[src/hw/vdma_pkg.sv]
// shared sizes, AXI constants and types for the video frame writer
// every module imports this package; nothing here is parameterized per instance
package vdma_pkg;

    // pixel and bus geometry
    localparam int PIX_W        = 24;
    localparam int LANE_W       = 32;
    localparam int PIX_PER_BEAT = 4;
    localparam int BEAT_W       = 128;
    localparam int ADDR_W       = 32;
    localparam int BEAT_BYTES   = 16;

    // beats in a full burst
    localparam int BURST_LEN = 16;

    // beat buffer
    localparam int FIFO_DEPTH      = 64;
    localparam int PTR_W           = 6;
    localparam int CNT_W           = 7;
    localparam int ALMOST_FULL_LVL = 56;

    // fixed AXI write attributes
    localparam int ID_W           = 4;
    localparam int AXI_ID         = 0;
    localparam int AXI_SIZE       = 4;
    localparam int AXI_BURST_INCR = 1;

    typedef logic [PIX_W-1:0]  pixel_t;
    typedef logic [ADDR_W-1:0] addr_t;
    typedef logic [7:0]        len_t;
    typedef logic [CNT_W-1:0]  cnt_t;
    typedef logic [BEAT_W-1:0] beat_data_t;

    // one bus word plus the end-of-frame marker
    typedef struct packed {
        beat_data_t data;
        logic       last;
    } beat_t;

    // burst command, len in awlen form (beats minus one)
    typedef struct packed {
        addr_t addr;
        len_t  len;
    } burst_cmd_t;

    typedef enum logic [1:0] {
        SCHED_IDLE,
        SCHED_REQ,
        SCHED_RELEASE
    } sched_state_e;

    typedef enum logic [2:0] {
        WR_IDLE,
        WR_ADDR,
        WR_DATA,
        WR_RESP,
        WR_ACK
    } wr_state_e;

endpackage

[src/hw/pixel_packer.sv]
// packs 24-bit pixels into 128-bit beats, four 32-bit lanes per beat
// frames open on a vsync rising edge when enable is high; the next edge closes them
`timescale 1ns/1ns

module pixel_packer (
    input  logic             clock,
    input  logic             rst_n,
    input  logic             enable,
    input  logic             vsync,
    input  logic             de,
    input  vdma_pkg::pixel_t idata,
    output logic             push,
    output vdma_pkg::beat_t  push_beat,
    output logic             frame_last_push
);
    import vdma_pkg::*;

    logic       vsync_d;
    logic       vs_rise;
    logic       frame_open;
    logic [1:0] lane;
    beat_data_t partial;
    beat_data_t word_next;
    logic       take_pix;

    assign vs_rise = vsync & ~vsync_d;
    // pixels landing on the vsync edge belong to no frame
    assign take_pix = de & frame_open & ~vs_rise;

    // partial word with the new pixel dropped into its lane
    always_comb begin
        word_next = partial;
        word_next[lane*LANE_W +: LANE_W] = {{(LANE_W-PIX_W){1'b0}}, idata};
    end

    always_ff @(posedge clock) begin
        if (!rst_n) begin
            vsync_d    <= 1'b0;
            frame_open <= 1'b0;
            lane       <= '0;
            partial    <= '0;
            push       <= 1'b0;
        end else begin
            vsync_d <= vsync;
            push    <= 1'b0;
            if (vs_rise) begin
                // close current frame, open next only when enabled
                frame_open <= enable;
                lane       <= '0;
                partial    <= '0;
                if (frame_open) begin
                    // flush; missing lanes are already zero
                    push           <= 1'b1;
                    push_beat.data <= partial;
                    push_beat.last <= 1'b1;
                end
            end else if (take_pix) begin
                lane <= lane + 2'd1;
                if (lane == 2'd3) begin
                    push           <= 1'b1;
                    push_beat.data <= word_next;
                    push_beat.last <= 1'b0;
                    partial        <= '0;
                end else begin
                    partial <= word_next;
                end
            end
        end
    end

    // scheduler counts frame ends from this
    assign frame_last_push = push & push_beat.last;

endmodule

[config.mk]
export PLATFORM = sky130hd
export DESIGN_NAME = pixel_packer
export DESIGN_NICKNAME = d
export VERILOG_FILES = /design/src/hw/vdma_pkg.sv /design/src/hw/pixel_packer.sv
export SDC_FILE = /design/constraint.sdc
export NUM_CORES = 1
export LEC_CHECK = 0
export ABC_AREA = 1
export BUFFER_PORTS_ARGS = -buffer_cell sky130_fd_sc_hd__buf_2
export CAP_MARGIN = 20
export CORE_UTILIZATION = 55
export CTS_CLUSTER_DIAMETER = 30
export CTS_CLUSTER_SIZE = 12
export DETAILED_ROUTE_END_ITERATION = 7
export PLACE_DENSITY = 0.77
export SETUP_SLACK_MARGIN = 0.1
export SLEW_MARGIN = 5
export SYNTH_ARGS = -nofsm -noshare
export SYNTH_HDL_FRONTEND = slang
export SYNTH_SLANG_ARGS = --single-unit
export TNS_END_PERCENT = 10
[constraint.sdc]
create_clock -name clock -period 17.3 [get_ports clock]
set_clock_uncertainty 0.15 [all_clocks]
set_input_delay 2.595 -clock clock [delete_from_list [all_inputs] [get_ports clock]]
set_output_delay 2.595 -clock clock [all_outputs]
set_load 0.05 [all_outputs]
; After elaboration in Yosys (flattened, before gate mapping)
; Cells that the tools add are included.
[totals]
ff_bits = 262
in_bits = 29
output_inout_bits = 131
word_cells = 34
[op_classes]
addsub = 2
eq_ne = 2
shifts = 2
muxes = 10
bitwise = 7
reduce_logical = 4
[ops]
columns = op, count
row1 = 129-bit two-way mux, 4
row2 = 128-bit bitwise mux, 1
row3 = 128-bit two-way mux, 1
row4 = "32-bit by 34-bit variable shift with 128-bit output, first input constant", 1
row5 = 32-bit by 34-bit variable part select with 128-bit output, 1
row6 = 7-bit negation with 34-bit output, 1
row7 = 1-bit AND, 4
row8 = 1-bit two-way mux, 4
row9 = 4-bit AND reduction, 1
row10 = 2-bit nonzero test, 2
row11 = 1-bit NOT, 3
row12 = "2-bit by 1-bit adder with 2-bit output, second input constant", 1
row13 = "2-bit equality test, second input constant", 1
row14 = "2-bit by 1-bit inequality test with 1-bit output, second input constant", 1
row15 = 2-bit OR reduction, 1

; Logic depth before layout (Yosys ltp)
[logic_depth]
depth_word = 6
mapped_depth = 11
ltp_nobuf = 9

; Worst setup path after synthesis
; Ideal clock, no wire load.
[synth_path]
kind = in2reg
start = input vsync
end = register push_beat[0] in the netlist's numbering (enable)
setup_ns = 0.660
t_arrival_ns = 9.368
t_required_ns = 16.490
slack_ns = 7.122
stages = 6
n_path_buf = 2
cell_sequence = nand2_4 inv_4 buf_6 buf_2 nand2_1 a21oi_1
[synth_between]
elab_chain_len = 5
word_cells_on_any_way = 7
classes_between = 1 x eq/ne / 3 x bitwise / 3 x reduce/logical
[synth_lines]
columns = element, line_no
row1 = "start, declared", pixel_packer.sv:9  ; input logic vsync,
row2 = 1-bit AND (*), pixel_packer.sv:26  ; assign vs_rise = vsync & ~vsync_d;
row3 = 1-bit NOT, pixel_packer.sv:28  ; assign take_pix = de & frame_open & ~vs_rise;
row4 = 1-bit AND, pixel_packer.sv:28
row5 = 2-bit nonzero test (no source line), n/a
row6 = 4-bit AND reduction (no source line) (*), n/a
row7 = "end, declared", pixel_packer.sv:13  ; output vdma_pkg::beat_t push_beat,
; Mark *: on every way between the ends. The rest lies on a longest branch, timed or not.
; A chain may end at the register's enable or synchronous reset.

; Final worst setup path
[layout_path]
start = input vsync
end = register push_beat[52] in the netlist's numbering (enable)
; The elaborated chain is that of the path after synthesis.

==> results by group <==
Outcome
  – Outcome: completed

Cells and area
  – Fillers: 1,510
  – Area occupied by multi-input gates: 3548 sq um
  – Final core utilization: 67.88%
  – Fraction of layout cells with a size suffix above 1: 19.51%
  – Most frequent cells in the layout: 341 x nand2_1, 159 x buf_2, 138 x o21ai_0, 133 x dfxtp_1, 129 x edfxtp_1
  – Commonest non-fill, non-tap cell in the layout: nand2_1
  – Ant diodes: 0
  – Syn-to-layout area delta: 21.08%
  – Nets: 1,400
  – FF+latch area: 6536 sq um

STA
  – Max Slew Vio Count: 0
  – Fmax: 0.1727 GHz
  – Finish-stage setup viols: 0
  – Hold WS: 0.2822 ns
  – Relative slew slack: 32.58%
  – Final hold violation count: 0
  – Fin crit period: 5.791 ns
  – Slew @ Worst Pin: 1.010 ns
  – Final period util: 33.47%
  – Total negative slack: 0 ns
  – Unrepaired setup endpoints after global routing: false

Setup path
  – CP endpoint kind: flop
  – Startpoint types: input port
  – Kind of critical path: in -> reg
  – Critical Path AT: 5.78 ns
  – CP Data Required Time: 17.29 ns
  – Crit Path Max Fanout: 63

Clock tree
  – Clock Tree Buf Depth: 3
  – Clock Pin Slew Worst Setup and Hold Paths: 0.05 ns
  – Hold buffers post-CTS: 0
  – Clock root cell: clkbuf_16
  – Post-CTS Setup Inserts: 0
  – Total CTS buffers: 41
  – H-tree levels: 2
  – # resized after CTS: 0
  – Sinks on Clock Net: 262
  – Clock Latency Late Sink: 0.53 ns
  – CTS tree: yes

Detailed routing
  – DRT Pass-1 Iters: 6
  – Avg WL per Cell: 16.01 um
  – DRT antenna net count: 0
  – Initial DRC count: 984
  – Total Wirelength: 26.64 mm
  – Drt drc: 0
  – Vias: 9,004
  – DR vias/cell: 5.411

GRT
  – Met2 Resource Use GR: 42.00%
  – Vias in the first global route: 8,115
  – M1 GR Usage: 34.87%
  – Grt ovf: 0
  – Met3 usage: 4.863%
  – Largest net degree at the start of global routing: 94
  – Gr usage total: 26.34%
  – First-pass GRT wire length: 41.28 mm
  – Initial antenna violation count: 0
  – GR peak layer: met2

Power
  – Worst vdd ir: 0.00006567 V
  – Pleak: 0.005389 uW
  – Pwr dens: 119.8 nW/um^2

Min path
  – Hold WC Path Type: reg -> reg

Die
  – Core Area: 19,460 sq um
  – Die Y: 142.9 um
  – Die Area: 20,410 sq um
  – Core Rows: 51
  – Initial Util: 56.07%
  – I/O pins: 160
  – Chip width: 142.9 um

Logic synthesis
  – Synth Instances: 1,235
  – Syn_nets: 1,269
  – Post-synth ARST share: 0%
  – Sequential fraction of the synthesis area: 59.90%
  – Largest cells by area after synthesis: edfxtp_1 36%, dfxtp_1 24%, nand2_1 12%
  – Top FF cell, synth: dfxtp_1
  – Number of flops mapped to enable cells by yosys: 129
  – Avg Cell Area, Syn: 8.835 sq um
  – FF+latch count, synth: 262
  – Yosys top cell by area: edfxtp_1
  – Share of the synthesized area in the top cell type: 35.50%
  – Synth Cell Area: 10,910 sq um
  – Unique cell type count in the Yosys netlist: 27
  – Warnings, synthesis: 0

Placed design
  – PortBufs: 159
  – Detailed placement HPWL: 16.71 mm
  – Final GP Congestion: 0.8911

Run
  – Max-cap check violation count: 0
-- registers in the layout, summed over array words and instances, names as in the netlist --
register	cells
frame_open	1
vsync_d	1
push	1
push_beat	129
lane	2
partial	128
-- through the flow --
stage | setup WS, ns | cells | instance area (sq um) | power, uW
floorplan | 7.122 | 1235 | 10910 | 706.5
global placement | 11.01 | 1588 | 11720 | 722.1
detailed placement | 10.97 | 1588 | 11720 | 722.5
CTS | 11.52 | 1664 | 13210 | 1588
global route | 11.28 | 1664 | 13210 | 1622
finish | 11.51 | 1664 | 13210 | 1582
-- cell families after synthesis --
| family | synth area share, % |
|---|---|
| simple gates | 19.54 |
| flops | 59.90 |
| compound gates | 12.30 |
| buf+inv | 7.683 |
| fa+ha+maj | 0.5733 |
-- critical path, cell delays in order --
cell and delay, ns:
buf_2 0.12, nand2_4 0.09, inv_4 0.18, nor2_8 0.55, nand2_4 0.14, a21oi_4 0.66, buf_4 0.61, buf_4 0.70
-- area by class of cell --
type                            instances  area share, %
Clock buffer                           44          7.927
Tap cell                              265          2.510
Timing Repair Buffer                  168          6.535
Multi-Input combinational cell        776          26.86
Inverter                              117          3.343
Clock inverter                         32          3.353
Sequential cell                       262          49.47
-- worst paths after layout --
| check | cells past startpoint | startpoint | slack [ns] | end |
|---|---|---|---|---|
| max | 8 | vsync | 11.51 | push_beat[52] |
| max reg2reg | 7 | lane[0] | 12.62 | push_beat[52] |
| min | 2 | partial[116] | 0.28 | partial[116] |
| min reg2reg | 2 | partial[116] | 0.28 | partial[116] |
-- cell usage after synthesis, types with 2 or more instances --
library cell	number
nor3_1	24
nand2_1	341
buf_2	32
nand2_2	2
nand2_4	3
buf_1	3
nand3_1	50
inv_2	5
nor2_2	6
o21ai_1	9
buf_4	13
ha_1	5
o22ai_2	10
inv_1	110
edfxtp_1	129
nor2_4	3
nor2_1	90
a21oi_1	80
dfxtp_1	133
clkbuf_1	31
o22ai_1	13
o21ai_0	138
-- power by group --
part | internal (uW) | leakage (uW) | switching, uW
clock | 567 | 0.000712 | 304
sequential | 651 | 0.00234 | 1.46
combinational | 11.2 | 0.00234 | 47.0
total | 1230 | 0.00539 | 352
-- metal layers --
metal  up-vias  part of all wire (%)  routed length (um)
li1       4312                     -                   -
met1      4188                    41               10960
met4         0                   3.3                 869
met3        62                   8.6                2296
met2       442                    47               12520
met5         -                     0                   0
Power figures use the tool's default switching activity.
