## src/hw/vdma_pkg.sv

```systemverilog
// shared sizes, AXI constants and types for the video frame writer
// every module imports this package; nothing here is parameterized per instance
package vdma_pkg;

    // pixel and bus geometry
    localparam int PIX_W        = 24;
    localparam int LANE_W       = 32;
    localparam int PIX_PER_BEAT = 4;
    localparam int BEAT_W       = 128;
    localparam int ADDR_W       = 32;
    localparam int BEAT_BYTES   = 16;

    // beats in a full burst
    localparam int BURST_LEN = 16;

    // beat buffer
    localparam int FIFO_DEPTH      = 64;
    localparam int PTR_W           = 6;
    localparam int CNT_W           = 7;
    localparam int ALMOST_FULL_LVL = 56;

    // fixed AXI write attributes
    localparam int ID_W           = 4;
    localparam int AXI_ID         = 0;
    localparam int AXI_SIZE       = 4;
    localparam int AXI_BURST_INCR = 1;

    typedef logic [PIX_W-1:0]  pixel_t;
    typedef logic [ADDR_W-1:0] addr_t;
    typedef logic [7:0]        len_t;
    typedef logic [CNT_W-1:0]  cnt_t;
    typedef logic [BEAT_W-1:0] beat_data_t;

    // one bus word plus the end-of-frame marker
    typedef struct packed {
        beat_data_t data;
        logic       last;
    } beat_t;

    // burst command, len in awlen form (beats minus one)
    typedef struct packed {
        addr_t addr;
        len_t  len;
    } burst_cmd_t;

    typedef enum logic [1:0] {
        SCHED_IDLE,
        SCHED_REQ,
        SCHED_RELEASE
    } sched_state_e;

    typedef enum logic [2:0] {
        WR_IDLE,
        WR_ADDR,
        WR_DATA,
        WR_RESP,
        WR_ACK
    } wr_state_e;

endpackage

```

## src/hw/burst_scheduler.sv

```systemverilog
// decides full and tail bursts from the FIFO level and owns the frame address
// commands go to the writer over a four-phase req/ack handshake
`timescale 1ns/1ns

module burst_scheduler (
    input  logic                 clock,
    input  logic                 rst_n,
    input  vdma_pkg::addr_t      baseaddr,
    input  vdma_pkg::cnt_t       count,
    input  logic                 frame_last_push,
    output logic                 cmd_req,
    output vdma_pkg::burst_cmd_t cmd,
    input  logic                 cmd_ack
);
    import vdma_pkg::*;

    sched_state_e state;
    addr_t        frame_addr;
    // frame ends buffered but not yet written
    cnt_t         pend_cnt;
    // beats up to and including the oldest last beat
    cnt_t         to_last;
    logic         cmd_has_last;
    logic         want_full;
    logic         want_tail;
    logic         hit_last;
    cnt_t         pend_dec;

    // count is frozen in idle since nothing pops without a command
    // a pending end is assumed to be the newest beat buffered
    assign to_last   = (pend_cnt != '0) ? count : '0;
    assign want_full = (count >= cnt_t'(BURST_LEN));
    assign want_tail = (pend_cnt != '0) && (count != '0);
    // a full burst may still end exactly on the last beat
    assign hit_last  = (pend_cnt != '0) && (to_last <= cnt_t'(BURST_LEN));

    assign pend_dec = (state == SCHED_REQ && cmd_ack && cmd_has_last) ? cnt_t'(1) : '0;

    always_ff @(posedge clock) begin
        if (!rst_n) begin
            state        <= SCHED_IDLE;
            cmd_req      <= 1'b0;
            cmd_has_last <= 1'b0;
            pend_cnt     <= '0;
            frame_addr   <= baseaddr;
        end else begin
            pend_cnt <= pend_cnt + cnt_t'(frame_last_push) - pend_dec;
            case (state)
                SCHED_IDLE: begin
                    // old ack must be gone before a new req
                    if (!cmd_ack && (want_full || want_tail)) begin
                        cmd.addr     <= frame_addr;
                        cmd_has_last <= hit_last;
                        if (want_full) begin
                            cmd.len <= len_t'(BURST_LEN - 1);
                        end else begin
                            cmd.len <= len_t'(count - cnt_t'(1));
                        end
                        cmd_req <= 1'b1;
                        state   <= SCHED_REQ;
                    end
                end
                SCHED_REQ: begin
                    // ack means B done, every beat popped
                    if (cmd_ack) begin
                        cmd_req <= 1'b0;
                        state   <= SCHED_RELEASE;
                        if (cmd_has_last) begin
                            frame_addr <= baseaddr;
                        end else begin
                            frame_addr <= frame_addr +
                                addr_t'((32'(cmd.len) + 32'd1) * BEAT_BYTES);
                        end
                    end
                end
                SCHED_RELEASE: begin
                    if (!cmd_ack) begin
                        state <= SCHED_IDLE;
                    end
                end
                default: begin
                    state   <= SCHED_IDLE;
                    cmd_req <= 1'b0;
                end
            endcase
        end
    end

    // writer samples cmd any time while req is up
    property p_cmd_stable;
        @(posedge clock) disable iff (!rst_n)
            cmd_req && $past(cmd_req) |-> $stable(cmd);
    endproperty
    a_cmd_stable: assert property (p_cmd_stable);

endmodule

```

## config.mk

```make
export PLATFORM = sky130hd
export DESIGN_NAME = burst_scheduler
export DESIGN_NICKNAME = d
export VERILOG_FILES = /design/src/hw/vdma_pkg.sv /design/src/hw/burst_scheduler.sv
export SDC_FILE = /design/constraint.sdc
export NUM_CORES = 1
export LEC_CHECK = 0
export ABC_AREA = 1
export BUFFER_PORTS_ARGS = -buffer_cell sky130_fd_sc_hd__buf_2
export CORE_MARGIN = 10
export CORE_UTILIZATION = 46
export CTS_CLUSTER_DIAMETER = 60
export DETAILED_ROUTE_END_ITERATION = 10
export PLACE_DENSITY_LB_ADDON = 0.12
export SLEW_MARGIN = 20
export SYNTH_ARGS = -nofsm -noshare
export SYNTH_HDL_FRONTEND = slang
export SYNTH_SLANG_ARGS = --single-unit
```

## constraint.sdc

```tcl
create_clock -name clock -period 4 [get_ports clock]
set_input_delay 0 -clock clock [delete_from_list [all_inputs] [get_ports clock]]
set_output_delay 0 -clock clock [all_outputs]
set_load 0.05 [all_outputs]
```

# Yosys cells after proc, flatten, opt, wreduce, memory -nomap -nowiden
# Cells that the tools add are included.
[totals]
reg_bits = 83
inputBits = 43
out_inout_bits = 41
[op_classes]
n_addsub = 5
order_cmp = 2
n_eq_ne = 7
mux = 13
n_bitwise = 1
n_reduce_logical = 15
[ops]
columns = ["op", "n"]
rows = [
  ["$mux 32", 4],
  ["$add 32x13->32", 1],
  ["$reduce_bool 7->1", 2],
  ["$add 8x1->9 const B", 1],
  ["$reduce_and 3->1", 3],
  ["$sub 7x1->8 const B", 1],
  ["$add 7x1->7", 1],
  ["$ge 7x5->1 const B", 1],
  ["$le 7x5->1 const B", 1],
  ["$mux 7", 1],
  ["$sub 7x1->7", 1],
  ["$mux 2", 3],
  ["$ne 2x2->1 const B", 3],
  ["$pmux 2 s3", 1],
  ["$logic_and 1x1->1", 5],
  ["$ne 2x1->1 const B", 2],
  ["$reduce_and 2->1", 2],
  ["$mux 1", 3],
  ["$pmux 1 s3", 1],
  ["$eq 2x1->1 const B", 1],
  ["$eq 2x2->1 const B", 1],
  ["$logic_not 2->1", 1],
  ["$logic_not 1->1", 1],
  ["$logic_or 1x1->1", 1],
  ["$not 1->1", 1],
]

# Logic depth before layout (Yosys ltp)
[logic_depth]
word_depth = 6
mapped_depth = 19
mapped_depth_nobuf = 19

# Least setup slack after synthesis
# OpenSTA, ideal clock, no wires.
[synth_path]
path_kind = "register -> register"
from = "reg pend_cnt[4]"
to = "reg cmd[0] (netlist bit) (enable)"
setup_ns = 0.437
arrival_time_ns = 2.616
required_ns = 3.563
setup_slack_ns = 0.946
stages_incl_launch_ff = 8
path_buffers = 0
period_less_slack_ns = 3.054
cell_sequence = "dfxtp_1 inv_1 ha_1 nand4_1 a21oi_2 nor2_1 nand2_1 nor2_1"
[synth_via]
elab_chain_len = 5
[synth_lines]
columns = ["item", "line", "rtl"]
rows = [
  ["from (decl)", "burst_scheduler.sv:20", "cnt_t pend_cnt;"],
  ["from (signal assigned)", "burst_scheduler.sv:47", "pend_cnt <= pend_cnt + cnt_t'(frame_last_push) - pend_dec;"],
  ["$reduce_bool 7->1", "burst_scheduler.sv:33", "assign want_tail = (pend_cnt != '0) && (count != '0);"],
  ["$logic_and 1x1->1", "burst_scheduler.sv:33", ""],
  ["$logic_or 1x1->1", "burst_scheduler.sv:51", "if (!cmd_ack && (want_full || want_tail)) begin"],
  ["$logic_and 1x1->1", "burst_scheduler.sv:51", ""],
  ["$reduce_and 3->1 (no source line)", "--", ""],
  ["to (decl)", "burst_scheduler.sv:12", "output vdma_pkg::burst_cmd_t cmd,"],
]
# No other way between the ends.
# A chain may end at the register's enable or synchronous reset.

# Worst setup path in the final report
[layout_path]
from = "reg cmd[0] (netlist bit)"
to = "reg frame_addr[21] (data pin)"
[layout_via]
elab_chain_len = 6
[layout_lines]
columns = ["item", "line", "rtl"]
rows = [
  ["$add 8x1->9", "burst_scheduler.sv:72", "addr_t'((32'(cmd.len) + 32'd1) * BEAT_BYTES);"],
  ["$add 32x13->32", "burst_scheduler.sv:71", "frame_addr <= frame_addr +"],
  ["$mux 32", "burst_scheduler.sv:68", "if (cmd_has_last) begin"],
  ["$mux 32", "burst_scheduler.sv:65", "if (cmd_ack) begin"],
  ["$mux 32", "burst_scheduler.sv:48", "case (state)"],
  ["$mux 32", "burst_scheduler.sv:40", "if (!rst_n) begin"],
  ["to (signal assigned)", "burst_scheduler.sv:45", "frame_addr <= baseaddr;"],
  ["to (signal assigned)", "burst_scheduler.sv:69", "frame_addr <= baseaddr;"],
  ["to (signal assigned)", "burst_scheduler.sv:71", ""],
  ["to (decl)", "burst_scheduler.sv:18", "addr_t frame_addr;"],
]
# No other way between the ends. The select of a mux whose other input is x is not followed.

==> flow_summary.json <==
{
  "cp_slowest_cell": "edfxtp_1",
  "synth-compound-area-share_pct": 3.65,
  "placementRows": 37,
  "path_clk_slew_ps": 90,
  "drc": 0,
  "syn_area_um2": 4800,
  "synth_cell_types": 33,
  "place_congestion": 0.966,
  "postCtsResizedCells": 0,
  "final.setup.tns_ps": 0,
  "setup_viol": 0,
  "dp_hpwl_um": 8820,
  "min_path_type": "input pin to flip-flop",
  "clock_path_buffers": 2,
  "viasPerCell": 4.74,
  "final_cell_mix": "nand2_1, inv_1, buf_2, edfxtp_1, nand3_1",
  "nets": 773,
  "synth_top_family_by_area": "simple AND/OR/NAND/NOR gates",
  "cp_top_family": "simple AND/OR/NAND/NOR gates",
  "fmax_mhz": 349,
  "clk_latency_ps": 360,
  "grt_pass1_vias": 4188,
  "critPathCaptureType": "flip-flop",
  "clkSinkCount": 83,
  "numCtsBuffers": 9,
  "drv_cap": 0,
  "htreeDepth": 3,
  "final_common_cell": "nand2_1",
  "crit_fanout": 7,
  "syn_inst": 577,
  "post_cts_buffers": 0,
  "wire_per_inst_um": 13.8,
  "holdCritStartpoint": "count[1]",
  "fin_skew_ps": 8.57,
  "hold_viol_final": 0,
  "clockRootBuffer": "clkbuf_8",
  "cp-start-kind": "flip-flop",
  "ys_warn_count": 0,
  "drtIter0Drc": 253,
  "status": "finished clean",
  "start_util_pct": 46.9,
  "ant_nets": 0,
  "synthSimpleGateAreaFrac_pct": 27.1,
  "ys_seq_area_share_pct": 49.6,
  "tightest_slew_ps": 634,
  "grt_usage_pct": 16.5,
  "place_ws_ps": 1160,
  "vias": 4023,
  "syn_avg_cell_area_um2": 8.32,
  "insertedDiodeCount": 0,
  "p_leak_nw": 2.89,
  "overflow": 0,
  "reg2reg_from": "cmd[0]",
  "wl_um": 11700,
  "worst-path-buf-inv": 2,
  "period_share_pct": 71.6,
  "io_buffers": 83,
  "crit_path_start": "cmd[0]",
  "fin_crit_ps": 2860,
  "crit_required_ps": 4120,
  "synthMuxAreaShare_pct": 0.834,
  "die_x_um": 122,
  "worst-setup-path-type": "flip-flop to flip-flop",
  "die_y_um": 122,
  "synth_fa_ha_area_share_pct": 6.30,
  "setup_slack_ps": 1140,
  "dr.pass1.iters": 6,
  "worstPathArrival_ps": 2990,
  "cp_cell_sequence": "ha_1 -> nand3_1 -> nor3b_1 -> xnor2_1 -> inv_1 -> ha_1 -> nand2_1 -> nand2_1 -> a21oi_1 -> nand3_1 -> nand3b_1 -> nand3_1 -> nand2_1 -> inv_1",
  "grt_pass1_wl_um": 19700,
  "drive_gt1_share_pct": 17.4,
  "p_per_area_nw_per_um2": 418,
  "synth_xor_area_share_pct": 2.74,
  "slowest_delay_ps": 410,
  "cts_tree": "done",
  "slew_headroom_pct": 57.6,
  "ys_ff_latch": 83,
  "coreArea_um2": 10200,
  "grt_max_degree": 39,
  "io_pins": 84,
  "rsz0062_at_grt": "no",
  "dieArea_um2": 14900,
  "drv_slew": 0,
  "grt_antenna_before_repair": 0,
  "vdd_drop_max_v": 0.000294,
  "syn_to_final_growth_pct": 24.8,
  "syn-num-nets": 643
}
[tightest hold or removal path, cell delays in order]
cell and delay [ps]:
buf_2 90, nor2_1 50, nand2_1 50, nand2_1 40
nand3_1 70
[report_power, final]
part	internal, mW	switching, mW
clock	0.339	0.317
sequential	1.05	0.0666
combinational	0.262	0.468
[final cells by class]
class	count	area [um2]
clock buffer	13	201
clock inverter	3	21.3
fill	937	4240
inverter	111	417
multi-input combinational	376	1970
sequential	83	2380
tap	136	170
timing repair buffer	126	838
[final timing paths]
path | end | slack [ps] | cells after the start
max | frame_addr[21] | 1140 | 14
min | cmd[3] | 40 | 5
max reg2reg | frame_addr[21] | 1140 | 14
min reg2reg | cmd[11] | 420 | 0
[cell usage after synthesis, drive strengths merged]
cell type / number / area, um2
a21boi: 1 / 7.51
a21o: 1 / 7.51
a21oi: 16 / 83.8
and3: 1 / 6.26
buf: 4 / 32.5
clkbuf: 3 / 21.3
dfxtp: 11 / 220
edfxtp: 72 / 2160
fa: 2 / 40.0
ha: 21 / 263
inv: 111 / 417
mux2i: 4 / 40.0
nand2: 163 / 614
nand3: 51 / 260
nand3b: 8 / 60.1
nand4: 5 / 31.3
nor2: 52 / 200
nor3: 3 / 15.0
nor3b: 1 / 7.51
nor4: 1 / 6.26
o21ai: 14 / 70.1
o22ai: 1 / 6.26
or2: 16 / 100
xnor2: 5 / 43.8
xor2: 10 / 87.6
[kinds of logic after synthesis]
| logic type | after synthesis |
|---|---|
| muxes | 4 |
| AOI/OAI and AO/OA | 33 |
| and+or+nand+nor | 301 |
| adders and majority gates | 23 |
| buffers and inverters | 118 |
| xor gates and xnor gates | 15 |
| DFF | 83 |
[state kept, by name, indices dropped and copies added, names as in the netlist]
signal and cells:
state 2, cmd_has_last 1, frame_addr 32, cmd 40, cmd_req 1, pend_cnt 7
[per-layer routing]
metal | part of all wire [%] | vias to the layer above | track usage, %
met5 | 0 | - | 0
met4 | 1.7 | 0 | 5.60
met3 | 6.2 | 17 | 3.98
met2 | 48 | 88 | 27.9
met1 | 44 | 1828 | 20.1
li1 | - | 2090 | -
[timing repair]
item	CTS	global route
endpoints found under the setup margin	0	0
endpoints found under the hold margin	44	0
hold buffers	40	0
[per-stage QoR]
step,cell area [um2],hold slack [ps],power [mW],std cells,utilization [%]
2_1_floorplan,4800,144,1.66,577,-
3_3_place_gp,5370,268,1.82,792,52.5
3_5_place_dp,5370,269,1.84,792,52.5
4_1_cts,6000,16.9,2.52,848,58.6
5_1_grt,6000,49.8,2.68,848,58.6
6_report,6000,36.3,2.51,848,58.6
(Power assumes the default switching activity.)
