### config.mk
export PLATFORM = sky130hd
export DESIGN_NAME = axi_burst_writer
export DESIGN_NICKNAME = d
export VERILOG_FILES = /design/src/hw/vdma_pkg.sv /design/src/hw/axi_burst_writer.sv
export SDC_FILE = /design/constraint.sdc
export NUM_CORES = 1
export LEC_CHECK = 0
export BUFFER_PORTS_ARGS = -buffer_cell sky130_fd_sc_hd__buf_2
export CAP_MARGIN = 40
export CORE_AREA = 2 2 149 151
export CTS_CLUSTER_DIAMETER = 100
export DETAILED_ROUTE_END_ITERATION = 8
export DIE_AREA = 0 0 151 153
export SLEW_MARGIN = 10
export SYNTH_ARGS = -nofsm -noshare
export SYNTH_HDL_FRONTEND = slang
export SYNTH_SLANG_ARGS = --single-unit
export TNS_END_PERCENT = 20
### constraint.sdc
create_clock -name clock -period 3 [get_ports clock]
set_input_delay 0.75 -clock clock [delete_from_list [all_inputs] [get_ports clock]]
set_output_delay 0.75 -clock clock [all_outputs]
set_load 0.01 [all_outputs]
### src/hw/vdma_pkg.sv
// shared sizes, AXI constants and types for the video frame writer
// every module imports this package; nothing here is parameterized per instance
package vdma_pkg;

    // pixel and bus geometry
    localparam int PIX_W        = 24;
    localparam int LANE_W       = 32;
    localparam int PIX_PER_BEAT = 4;
    localparam int BEAT_W       = 128;
    localparam int ADDR_W       = 32;
    localparam int BEAT_BYTES   = 16;

    // beats in a full burst
    localparam int BURST_LEN = 16;

    // beat buffer
    localparam int FIFO_DEPTH      = 64;
    localparam int PTR_W           = 6;
    localparam int CNT_W           = 7;
    localparam int ALMOST_FULL_LVL = 56;

    // fixed AXI write attributes
    localparam int ID_W           = 4;
    localparam int AXI_ID         = 0;
    localparam int AXI_SIZE       = 4;
    localparam int AXI_BURST_INCR = 1;

    typedef logic [PIX_W-1:0]  pixel_t;
    typedef logic [ADDR_W-1:0] addr_t;
    typedef logic [7:0]        len_t;
    typedef logic [CNT_W-1:0]  cnt_t;
    typedef logic [BEAT_W-1:0] beat_data_t;

    // one bus word plus the end-of-frame marker
    typedef struct packed {
        beat_data_t data;
        logic       last;
    } beat_t;

    // burst command, len in awlen form (beats minus one)
    typedef struct packed {
        addr_t addr;
        len_t  len;
    } burst_cmd_t;

    typedef enum logic [1:0] {
        SCHED_IDLE,
        SCHED_REQ,
        SCHED_RELEASE
    } sched_state_e;

    typedef enum logic [2:0] {
        WR_IDLE,
        WR_ADDR,
        WR_DATA,
        WR_RESP,
        WR_ACK
    } wr_state_e;

endpackage

### src/hw/axi_burst_writer.sv
// AXI4 write master for one burst command at a time
// issues AW, streams W beats straight from the FIFO head, acks the command after B
`timescale 1ns/1ns

module axi_burst_writer (
    input  logic                           clock,
    input  logic                           rst_n,
    input  logic                           cmd_req,
    input  vdma_pkg::burst_cmd_t           cmd,
    output logic                           cmd_ack,
    input  vdma_pkg::beat_t                head,
    input  logic                           empty,
    output logic                           pop,
    output logic [vdma_pkg::ID_W-1:0]      awid,
    output vdma_pkg::addr_t                awaddr,
    output vdma_pkg::len_t                 awlen,
    output logic [2:0]                     awsize,
    output logic [1:0]                     awburst,
    output logic                           awvalid,
    input  logic                           awready,
    output vdma_pkg::beat_data_t           wdata,
    output logic [vdma_pkg::BEAT_BYTES-1:0] wstrb,
    output logic                           wlast,
    output logic                           wvalid,
    input  logic                           wready,
    output logic                           bready,
    input  logic [vdma_pkg::ID_W-1:0]      bid,
    input  logic [1:0]                     bresp,
    input  logic                           bvalid
);
    import vdma_pkg::*;

    wr_state_e  state;
    burst_cmd_t cmd_q;
    len_t       beat_cnt;

    // fixed attributes
    assign awid    = ID_W'(AXI_ID);
    assign awsize  = 3'(AXI_SIZE);
    assign awburst = 2'(AXI_BURST_INCR);
    assign wstrb   = '1;

    assign awaddr = cmd_q.addr;
    assign awlen  = cmd_q.len;

    // W comes straight off the FIFO head
    assign wvalid = (state == WR_DATA) && !empty;
    assign wdata  = head.data;
    assign wlast  = (beat_cnt == cmd_q.len);
    assign pop    = wvalid && wready;
    assign bready = (state == WR_RESP);

    always_ff @(posedge clock) begin
        if (!rst_n) begin
            state    <= WR_IDLE;
            awvalid  <= 1'b0;
            cmd_ack  <= 1'b0;
            beat_cnt <= '0;
        end else begin
            case (state)
                WR_IDLE: begin
                    if (cmd_req) begin
                        cmd_q   <= cmd;
                        awvalid <= 1'b1;
                        state   <= WR_ADDR;
                    end
                end
                WR_ADDR: begin
                    if (awready) begin
                        awvalid  <= 1'b0;
                        beat_cnt <= '0;
                        state    <= WR_DATA;
                    end
                end
                WR_DATA: begin
                    if (pop) begin
                        if (wlast) begin
                            state <= WR_RESP;
                        end else begin
                            beat_cnt <= beat_cnt + len_t'(1);
                        end
                    end
                end
                WR_RESP: begin
                    // response code is not checked, any B completes
                    if (bvalid) begin
                        cmd_ack <= 1'b1;
                        state   <= WR_ACK;
                    end
                end
                WR_ACK: begin
                    // four-phase, wait for req to fall
                    if (!cmd_req) begin
                        cmd_ack <= 1'b0;
                        state   <= WR_IDLE;
                    end
                end
                default: begin
                    state   <= WR_IDLE;
                    awvalid <= 1'b0;
                    cmd_ack <= 1'b0;
                end
            endcase
        end
    end

    // scheduler must cut bursts exactly at frame ends
    property p_last_on_wlast;
        @(posedge clock) disable iff (!rst_n)
            pop && head.last |-> wlast;
    endproperty
    a_last_on_wlast: assert property (p_last_on_wlast);

endmodule

# Word-level counts from Yosys, hierarchy flattened
# Cells that the tools add are included.
[totals]
register_bits = 53
inputBits = 182
word_cells = 50
[classes]
n_addsub = 1
eq_ne = 12
mux = 17
bitwise_logic = 2
n_reduce_logical = 12
[ops]
columns = ["cell", "n"]
rows = [
  ["two-way mux 8 bit", 3],
  ["two-way mux 3 bit", 6],
  ["one-hot mux 8 bit (2 select lines)", 1],
  ["one-hot mux 3 bit (5 select lines)", 1],
  ["inequality test 2 bit (second input constant)", 6],
  ["AND reduction 3 bit", 3],
  ["adder 8 x 1 -> 8 bit (second input constant)", 1],
  ["equality test 8 bit", 1],
  ["equality test 3 x 2 -> 1 bit (second input constant)", 2],
  ["one-hot mux 1 bit (3 select lines)", 2],
  ["AND reduction 6 bit", 1],
  ["OR reduction 3 bit", 2],
  ["two-way mux 1 bit", 4],
  ["AND reduction 4 bit", 1],
  ["equality test 3 x 1 -> 1 bit (second input constant)", 1],
  ["equality test 3 bit (second input constant)", 1],
  ["logical NOT 3 bit", 1],
  ["logical AND 1 bit", 2],
  ["inequality test 2 x 1 -> 1 bit (second input constant)", 1],
  ["NOT 1 bit", 2],
  ["nonzero test 2 bit", 1],
  ["logical NOT 1 bit", 1],
]

# Logic depth before layout (Yosys ltp)
# Gate-level depths: netlist of the first run.
[depth]
ltp_word = 5
mapped_depth = 5
ltp_nobuf = 4

# Worst setup path before layout of the first run
# No wires, ideal clock.
[synth_path]
path_kind = "input to register"
startpoint = "in rst_n"
endpoint = "reg cmd_q (netlist bit awaddr[0]), enable pin"
setup_time_ns = 0.438
arrival_ns = 2.533
required_ns = 2.562
slack_ns = 0.029
path_stages = 2
path_buffers = 0
cell_sequence = "nand2b_1 nor2_1"
[synth_between]
elab_chain_cells = 1
[synth_lines]
columns = ["item", "line_no", "rtl"]
rows = [
  ["start, declared", "axi_burst_writer.sv:7", "input logic rst_n,"],
  ["AND reduction 3 bit (no line)", "-", ""],
  ["end signal, assigned", "axi_burst_writer.sv:63", "cmd_q <= cmd;"],
  ["end, declared", "axi_burst_writer.sv:34", "burst_cmd_t cmd_q;"],
]
# Every way passes these cells.
# A chain may end at the register's enable or synchronous reset.

# Worst setup path after layout of the first run
[layout_path]
startpoint = "reg cmd_q (netlist bit awlen[7])"
endpoint = "out wlast"
[layout_between]
elab_chain_cells = 1
[layout_lines]
columns = ["item", "line_no", "rtl"]
rows = [
  ["equality test 8 bit", "axi_burst_writer.sv:49", "assign wlast = (beat_cnt == cmd_q.len);"],
  ["end, declared", "axi_burst_writer.sv:23", "output logic wlast,"],
]
# Every way passes these cells.

==> results of run 1 <==
==> sequential cells by signal, indices dropped and copies added (netlist names) <==
register  flops
awaddr       32
awlen         8
beat_cnt      8
state         3
awvalid       1
cmd_ack       1
==> how the worst min path moves through the flow <==
stage                startpoint           to  slack [ns]  cells after the start
floorplan           beat_cnt[7]  beat_cnt[7]        0.45                      2
global placement    beat_cnt[7]  beat_cnt[7]        0.47                      2
detailed placement  beat_cnt[7]  beat_cnt[7]        0.48                      2
CTS                 beat_cnt[7]  beat_cnt[7]        0.49                      2
global route        beat_cnt[7]  beat_cnt[7]        0.51                      2
finish              beat_cnt[7]  beat_cnt[7]        0.49                      2
==> per-layer routing <==
metal	wire length [um]	track usage (%)	vias to the layer above
met1	2250	5.51	712
met3	2230	7.70	56
met2	3950	11.3	201
met5	0	0	-
li1	-	-	734
met4	773	6.54	0
==> critical path: cells and delay by family, from the launching register on <==
| family | cells | cell delay, ns |
|---|---|---|
| buf+inv | 1 | 0.13 |
| xor+xnor | 1 | 0.19 |
| simple gates | 2 | 0.74 |
| flops | 1 | 0.42 |
==> stage by stage <==
step,utilization (%),area [um2],std cells
3_3_place_gp,13.9,2980,536
4_1_cts,14.6,3140,544
6_report,14.6,3140,544
3_5_place_dp,13.9,2980,536
5_1_grt,14.6,3140,544
2_1_floorplan,-,3320,319
==> power breakdown <==
group	switching [uW]	internal [uW]	leakage (uW)
Combinational	96.4	59.8	0.000666
Clock	250	392	0.0000785
Sequential	18.1	830	0.000475
==> cells by family after synthesis <==
logic type / after synthesis
buf+inv: 159
simple gates: 49
flops: 53
mux: 8
other cells: 2
fa+ha+maj: 1
compound gates: 16
xor+xnor: 8
==> cells in the final DEF (no fill, tap or decap), drive strengths merged <==
cell type,instances
inv,3
ha,1
nand4,2
a2111oi,3
edfxtp,40
a211o,1
a211oi,3
and2,3
conb,25
nor2b,5
a21boi,3
a21oi,1
nor2,3
bufinv,1
clkinv,1
nand3b,1
clkbuf,6
mux2i,8
o21ai,2
dfxtp,13
a22oi,1
nor4,2
xor2,8
buf,93
nor3b,1
nand2b,9
a31oi,2
nor3,1
nand2,16
nand3,6
==> layout make-up <==
class                           instances  area (um2)  share of cell area, %
Clock buffer                            6         129                   4.10
Clock inverter                          2        33.8                   1.08
Inverter                                3        11.3                  0.358
Multi-Input combinational cell        107         688                   21.9
Sequential cell                        53        1460                   46.5
Tap cell                              280         350                   11.2
Timing Repair Buffer                   93         468                   14.9
==> out/qor.csv, run 1 <==
stage;metric;value;unit
route;drt_iter0_drc;80;
die;pin_count;381;
synth;synth_most_common_cell;buf_4;
worst_setup_path;r2r_cells;4;
run;drv_cap;0;
synth;synth_xor_area_share;2.17;%
worst_setup_path;crit_chain;xor2_1, nor4_4, and2_1, buf_2;
synth;synth_seq_area_share;45.2;%
pwr;total_power;1650;uW
global_routing;grt_pass1_wl;12400;um
synth;synth_commonest_cells;buf_4, edfxtp_1, nand2_1;
placed_design;place_ws;0.628;ns
synth;synth_edf_count;40;
global_routing;grt_overflow;0;
worst_setup_path;required;2.25;ns
route;vias;1703;
synth;ys_seq_elements;53;
synth;yosysTopAreaCell;edfxtp_1;
global_routing;grt_antenna_before_repair;0;
timing;rsz0062_at_grt;no;
timing;period_share;83.8;%
clocking;cts.htree.levels;2;
timing;whs;0.487;ns
die;die_h;153;um
worst_setup_path;path_max_fanout;9;
route;wirelength;9200;um
clocking;clk_latency;0.29;ns
clocking;cts_hold_buf;0;
timing;setup_viol;0;
synth;synth_ff_type;edfxtp_1;
worst_setup_path;worstSetupPathType;flip-flop to output pin;
route;via_per_inst;3.13;
worst_setup_path;setup.worst_path.start;awlen[7];
synth;synth_cells;296;
die;die_w;151;um
timing;fin_worst_skew;0.00668;ns
pwr;power_density;524;mW/mm2
die;start_util;15.1;%
synth;yosys_warnings;0;
synth;synth.mux.area_fraction;2.48;%
worst_setup_path;rrSetupSlack;1.10;ns
layout;syn_to_final_growth;-2.86;%
worst_setup_path;r2r-start;state[1];
synth;async_flop_share;0;%
route;antenna_left;0;
route;wire_per_inst;16.9;um
synth;synth_top_family_by_area;buffers and inverters;
pwr;p_leak;0.00122;uW
layout;n_fill_cell;2431;
layout;nets;446;
timing;worstMarginPinSlew;0.712;ns
timing;setup_slack;0.486;ns
worst_setup_path;endpoint;wlast;
worst_setup_path;crit_path_start_kind;flip-flop;
placed_design;place_congestion;0.695;
placed_design;io_buffer_count;92;
die;dieArea;0.0231;mm2
worst_setup_path;cp.arrival;1.76;ns
global_routing;grt_use_total;7.60;%
min_path;min_path_type;flip-flop to flip-flop;
timing;max_slew_margin;52.4;%
clocking;cts.sinks;53;
clocking;root_buffer;clkbuf_16;
timing;fin_crit;2.51;ns
timing;fmax;398;MHz
clocking;clockBufferDepth;2;
pwr;ir_worst_vdd;447;uV
synth;netlist-cell-type-count;32;
route;drt_pass1_iterations;4;
clocking;cts_resized;0;
status;outcome;finished clean;
timing;hold_viol;0;
clocking;cts.reportedPaths.clkPinSlew;0.07;ns
worst_setup_path;worstSetupEndpointType;output pin;
route;drc;0;
layout;drive_gt1_share;39.8;%
die;coreArea;0.0215;mm2
clocking;post-cts-setup-buffers;0;
die;rows;54;
worst_setup_path;critPathSlowestCell;nor4_4;
timing;drv_slew;0;
synth;synth_area_leaders;edfxtp_1, buf_4, dfxtp_1;
clocking;cts_buffers;5;
layout;antennaDiodeCount;0;
synth;synth_compound_area_share;3.83;%
global_routing;grt_pass1_vias;1777;
clocking;cts_tree;done;
synth;synthesis.area;0.00323;mm2
synth;synth.top_cell.area_share;37.1;%
synth;synthSimpleGateAreaFrac;9.28;%
worst_setup_path;cpPeakStageDelay;0.54;ns
timing;tns;0;ns
synth;post_synth_fa_ha_maj_area_fraction;0.387;%
worst_setup_path;r2r_end;beat_cnt[7];
synth;avgSynthCellArea;10.9;um2
global_routing;grt_max_degree;41;
placed_design;dp_hpwl;7870;um
Note: power is estimated with default switching activity, not from simulation.
==> run 2, diff against run 1 <==
--- a/config.mk
+++ b/config.mk
@@ -5,12 +5,13 @@
 export SDC_FILE = /design/constraint.sdc
 export NUM_CORES = 1
 export LEC_CHECK = 0
+export ABC_AREA = 1
 export BUFFER_PORTS_ARGS = -buffer_cell sky130_fd_sc_hd__buf_2
 export CAP_MARGIN = 40
-export CORE_AREA = 2 2 149 151
+export CORE_AREA = 2 2 147 149
 export CTS_CLUSTER_DIAMETER = 100
 export DETAILED_ROUTE_END_ITERATION = 8
-export DIE_AREA = 0 0 151 153
+export DIE_AREA = 0 0 149 151
 export SLEW_MARGIN = 10
 export SYNTH_ARGS = -nofsm -noshare
 export SYNTH_HDL_FRONTEND = slang
==> constraint.sdc (replaced) <==
create_clock -name clock -period 2.3 [get_ports clock]
set_input_delay 0.575 -clock clock [delete_from_list [all_inputs] [get_ports clock]]
set_output_delay 0.575 -clock clock [all_outputs]
set_load 0.01 [all_outputs]
==> out/qor.csv, run 2 <==
stage;metric;value;unit;change
pwr;p_int;1890;uW;+48%
synth;async_flop_share;0;%;unchanged
global_routing;grt_antenna_before_repair;0;;unchanged
global_routing;grt_overflow;0;;unchanged
synth;synth_area_leaders;edfxtp_1, buf_4, dfxtp_1;;
worst_setup_path;worstSetupPathType;flip-flop to output pin;;
route;drc;0;;unchanged
route;wl_met2;4850;um;+23%
placed_design;io_buffer_count;92;;unchanged
worst_setup_path;cp.arrival;1.41;ns;-0.35 ns
route;drt_iter0_drc;65;;-19%
pwr;power_density;887;mW/mm2;+69%
die;die_w;149;um;-1.3%
timing;tns;0;ns;unchanged
synth;synth_edf_count;40;;unchanged
worst_setup_path;path_max_fanout;3;;-6
pwr;switchingPower;969;uW;+170%
timing;setup_slack;0.312;ns;-0.174 ns
timing;drv_slew;0;;unchanged
die;dieArea;0.0225;mm2;-2.6%
synth;synth_commonest_cells;buf_4, nand2_1, edfxtp_1;;
layout;largest_register_ff_count;32;;unchanged
route;wirelength;9960;um;+8.2%
pwr;power_frac_seq;45.0;%;-6.5 points
route;wire_per_inst;16.9;um;-0.22%
timing;setup_viol;0;;unchanged
route;wl_met3;2500;um;+12%
timing;fin_crit;1.99;ns;
synth;synth_seq_area_share;44.1;%;-1.1 points
global_routing;grt_pass1_vias;1861;;+4.7%
route;vias;1895;;+11%
layout;utilization;15.5;%;+0.87 points
die;coreArea;0.0208;mm2;-3.1%
synth;synth_cells;344;;+16%
pwr;ir_worst_vdd;603;uV;+35%
layout;n_fill_cell;2377;;-2.2%
placed_design;place_congestion;0.690;;-0.82%
clocking;post-cts-setup-buffers;0;;unchanged
placed_design;place_ws;0.598;ns;-0.0304 ns
status;outcome;finished clean;;
clocking;cts.sinks;53;;unchanged
layout;antennaDiodeCount;0;;unchanged
timing;hold_viol;0;;unchanged
die;rows;53;;-1.9%
route;wl_met1;2060;um;-8.4%
die;pin_count;381;;unchanged
clocking;cts.htree.levels;2;;unchanged
layout;final_cells;590;;+8.5%
clocking;cts_hold_buf;0;;unchanged
synth;synthesis.area;0.00331;mm2;+2.4%
layout;final_common_cell;buf_2;;
clocking;cts_buffers;5;;unchanged
synth;synth.top_cell.area_share;36.3;%;-0.88 points
worst_setup_path;required;1.73;ns;-0.52 ns
layout;nets;497;;+11%
layout;mostFrequentLayoutCells;buf_2, nand2_1, edfxtp_1;;
placed_design;place_area;0.00308;mm2;+3.2%
route;dr.max_layer_used;met5;;
pwr;p_leak;0.00132;uW;+8.6%
layout;drive_gt1_share;38.7;%;-1.0 points
clocking;clk_latency;0.30;ns;about the same
synth;yosys_warnings;0;;unchanged
timing;fmax;503;MHz;
clocking;cts_tree;done;;
synth;yosysTopAreaCell;edfxtp_1;;
placed_design;dp_hpwl;8660;um;+10%
pwr;clkPwrFrac;27.0;%;-12 points
layout;stdcell_area;0.00323;mm2;+2.7%
synth;synth_ff_type;edfxtp_1;;
synth;netlist-cell-type-count;27;;-16%
run;drv_cap;0;;unchanged
worst_setup_path;crit_path_start_kind;flip-flop;;
route;via_per_inst;3.21;;+2.6%
synth;synth_most_common_cell;buf_4;;
global_routing;grt_use_total;8.30;%;+0.69 points
clocking;clockBufferDepth;2;;unchanged
die;die_h;151;um;-1.3%
clocking;cts.reportedPaths.clkPinSlew;0.07;ns;about the same
global_routing;grt_max_degree;41;;unchanged
min_path;min_path_type;input port to flip-flop;;
synth;ys_seq_elements;53;;unchanged
timing;rsz0062_at_grt;no;;
clocking;cts_resized;0;;unchanged
timing;fin_worst_skew;0.00926;ns;+0.00258 ns
timing;period_share;86.4;%;
clocking;root_buffer;clkbuf_16;;
worst_setup_path;worstSetupEndpointType;output pin;;
global_routing;grt_pass1_wl;13000;um;+4.8%
die;start_util;15.9;%;+0.86 points
route;drt_pass1_iterations;4;;unchanged
placed_design;dp.cells;582;;+8.6%
pwr;swShare;33.9;%;+12 points
pwr;comb_power_share;28.0;%;+19 points
synth;avgSynthCellArea;9.63;um2;-12%
route;antenna_left;0;;unchanged
layout;syn_to_final_growth;-2.61;%;
==> run 2: logic make-up (layout without fill, tap and decap cells) <==
group                      Yosys count  count (layout)  share of synthesized area, %
AOI/OAI and AO/OA                   17              17                          2.91
adders and majority gates            1               1                         0.378
and+or+nand+nor                     90              90                          13.2
buffers and inverters              175             123                          37.6
xor gates and xnor gates             6               6                          1.59
other                                2              25                         0.227
DFF                                 53              53                          44.1
==> run 2: metal layers <==
layer	GRT usage, %	vias to the layer above
met1	4.95	785
met5	2.50	-
met4	4.95	2
li1	-	859
met2	14.1	217
met3	9.07	32
==> run 2: stage by stage <==
stage	power (uW)	hold WS [ns]
5_1_grt	3040	0.439
3_3_place_gp	2120	0.466
3_5_place_dp	2120	0.474
6_report	2860	0.455
2_1_floorplan	2130	0.467
4_1_cts	2900	0.444
==> run 2: layout make-up <==
class | count | area [um2] | area share (%)
tap | 275 | 344 | 10.7
timing repair buffer | 95 | 495 | 15.4
clock inverter | 3 | 26.3 | 0.814
sequential | 53 | 1460 | 45.3
clock buffer | 5 | 125 | 3.88
inverter | 20 | 75.1 | 2.33
multi-input combinational | 139 | 699 | 21.7
==> run 2: final timing paths <==
path / slack (ns) / from / endpoint / cells after the start
hold reg to reg: 0.48 / cmd_ack / cmd_ack / 2
setup / recovery: 0.31 / awlen[4] / wlast / 8
setup reg to reg: 0.62 / awlen[4] / beat_cnt[2] / 11
hold / removal: 0.45 / cmd[30] / awaddr[22] / 1
==> run 2: power groups by stage <==
stage,clock network (uW),logic (uW),registers (uW)
4_1_cts,796,809,1300
3_5_place_dp,0,806,1320
6_report,773,801,1290
2_1_floorplan,0,772,1350
5_1_grt,830,896,1310
3_3_place_gp,0,804,1310
==> run 2: worst max-delay path: stages (launching register included) <==
cell and delay (ns):
edfxtp_1 0.42, inv_1 0.07, nand2_1 0.05, nand2_1 0.06, nand2_1 0.05, nor2_1 0.19, nand2_2 0.11, inv_1 0.06
buf_2 0.12
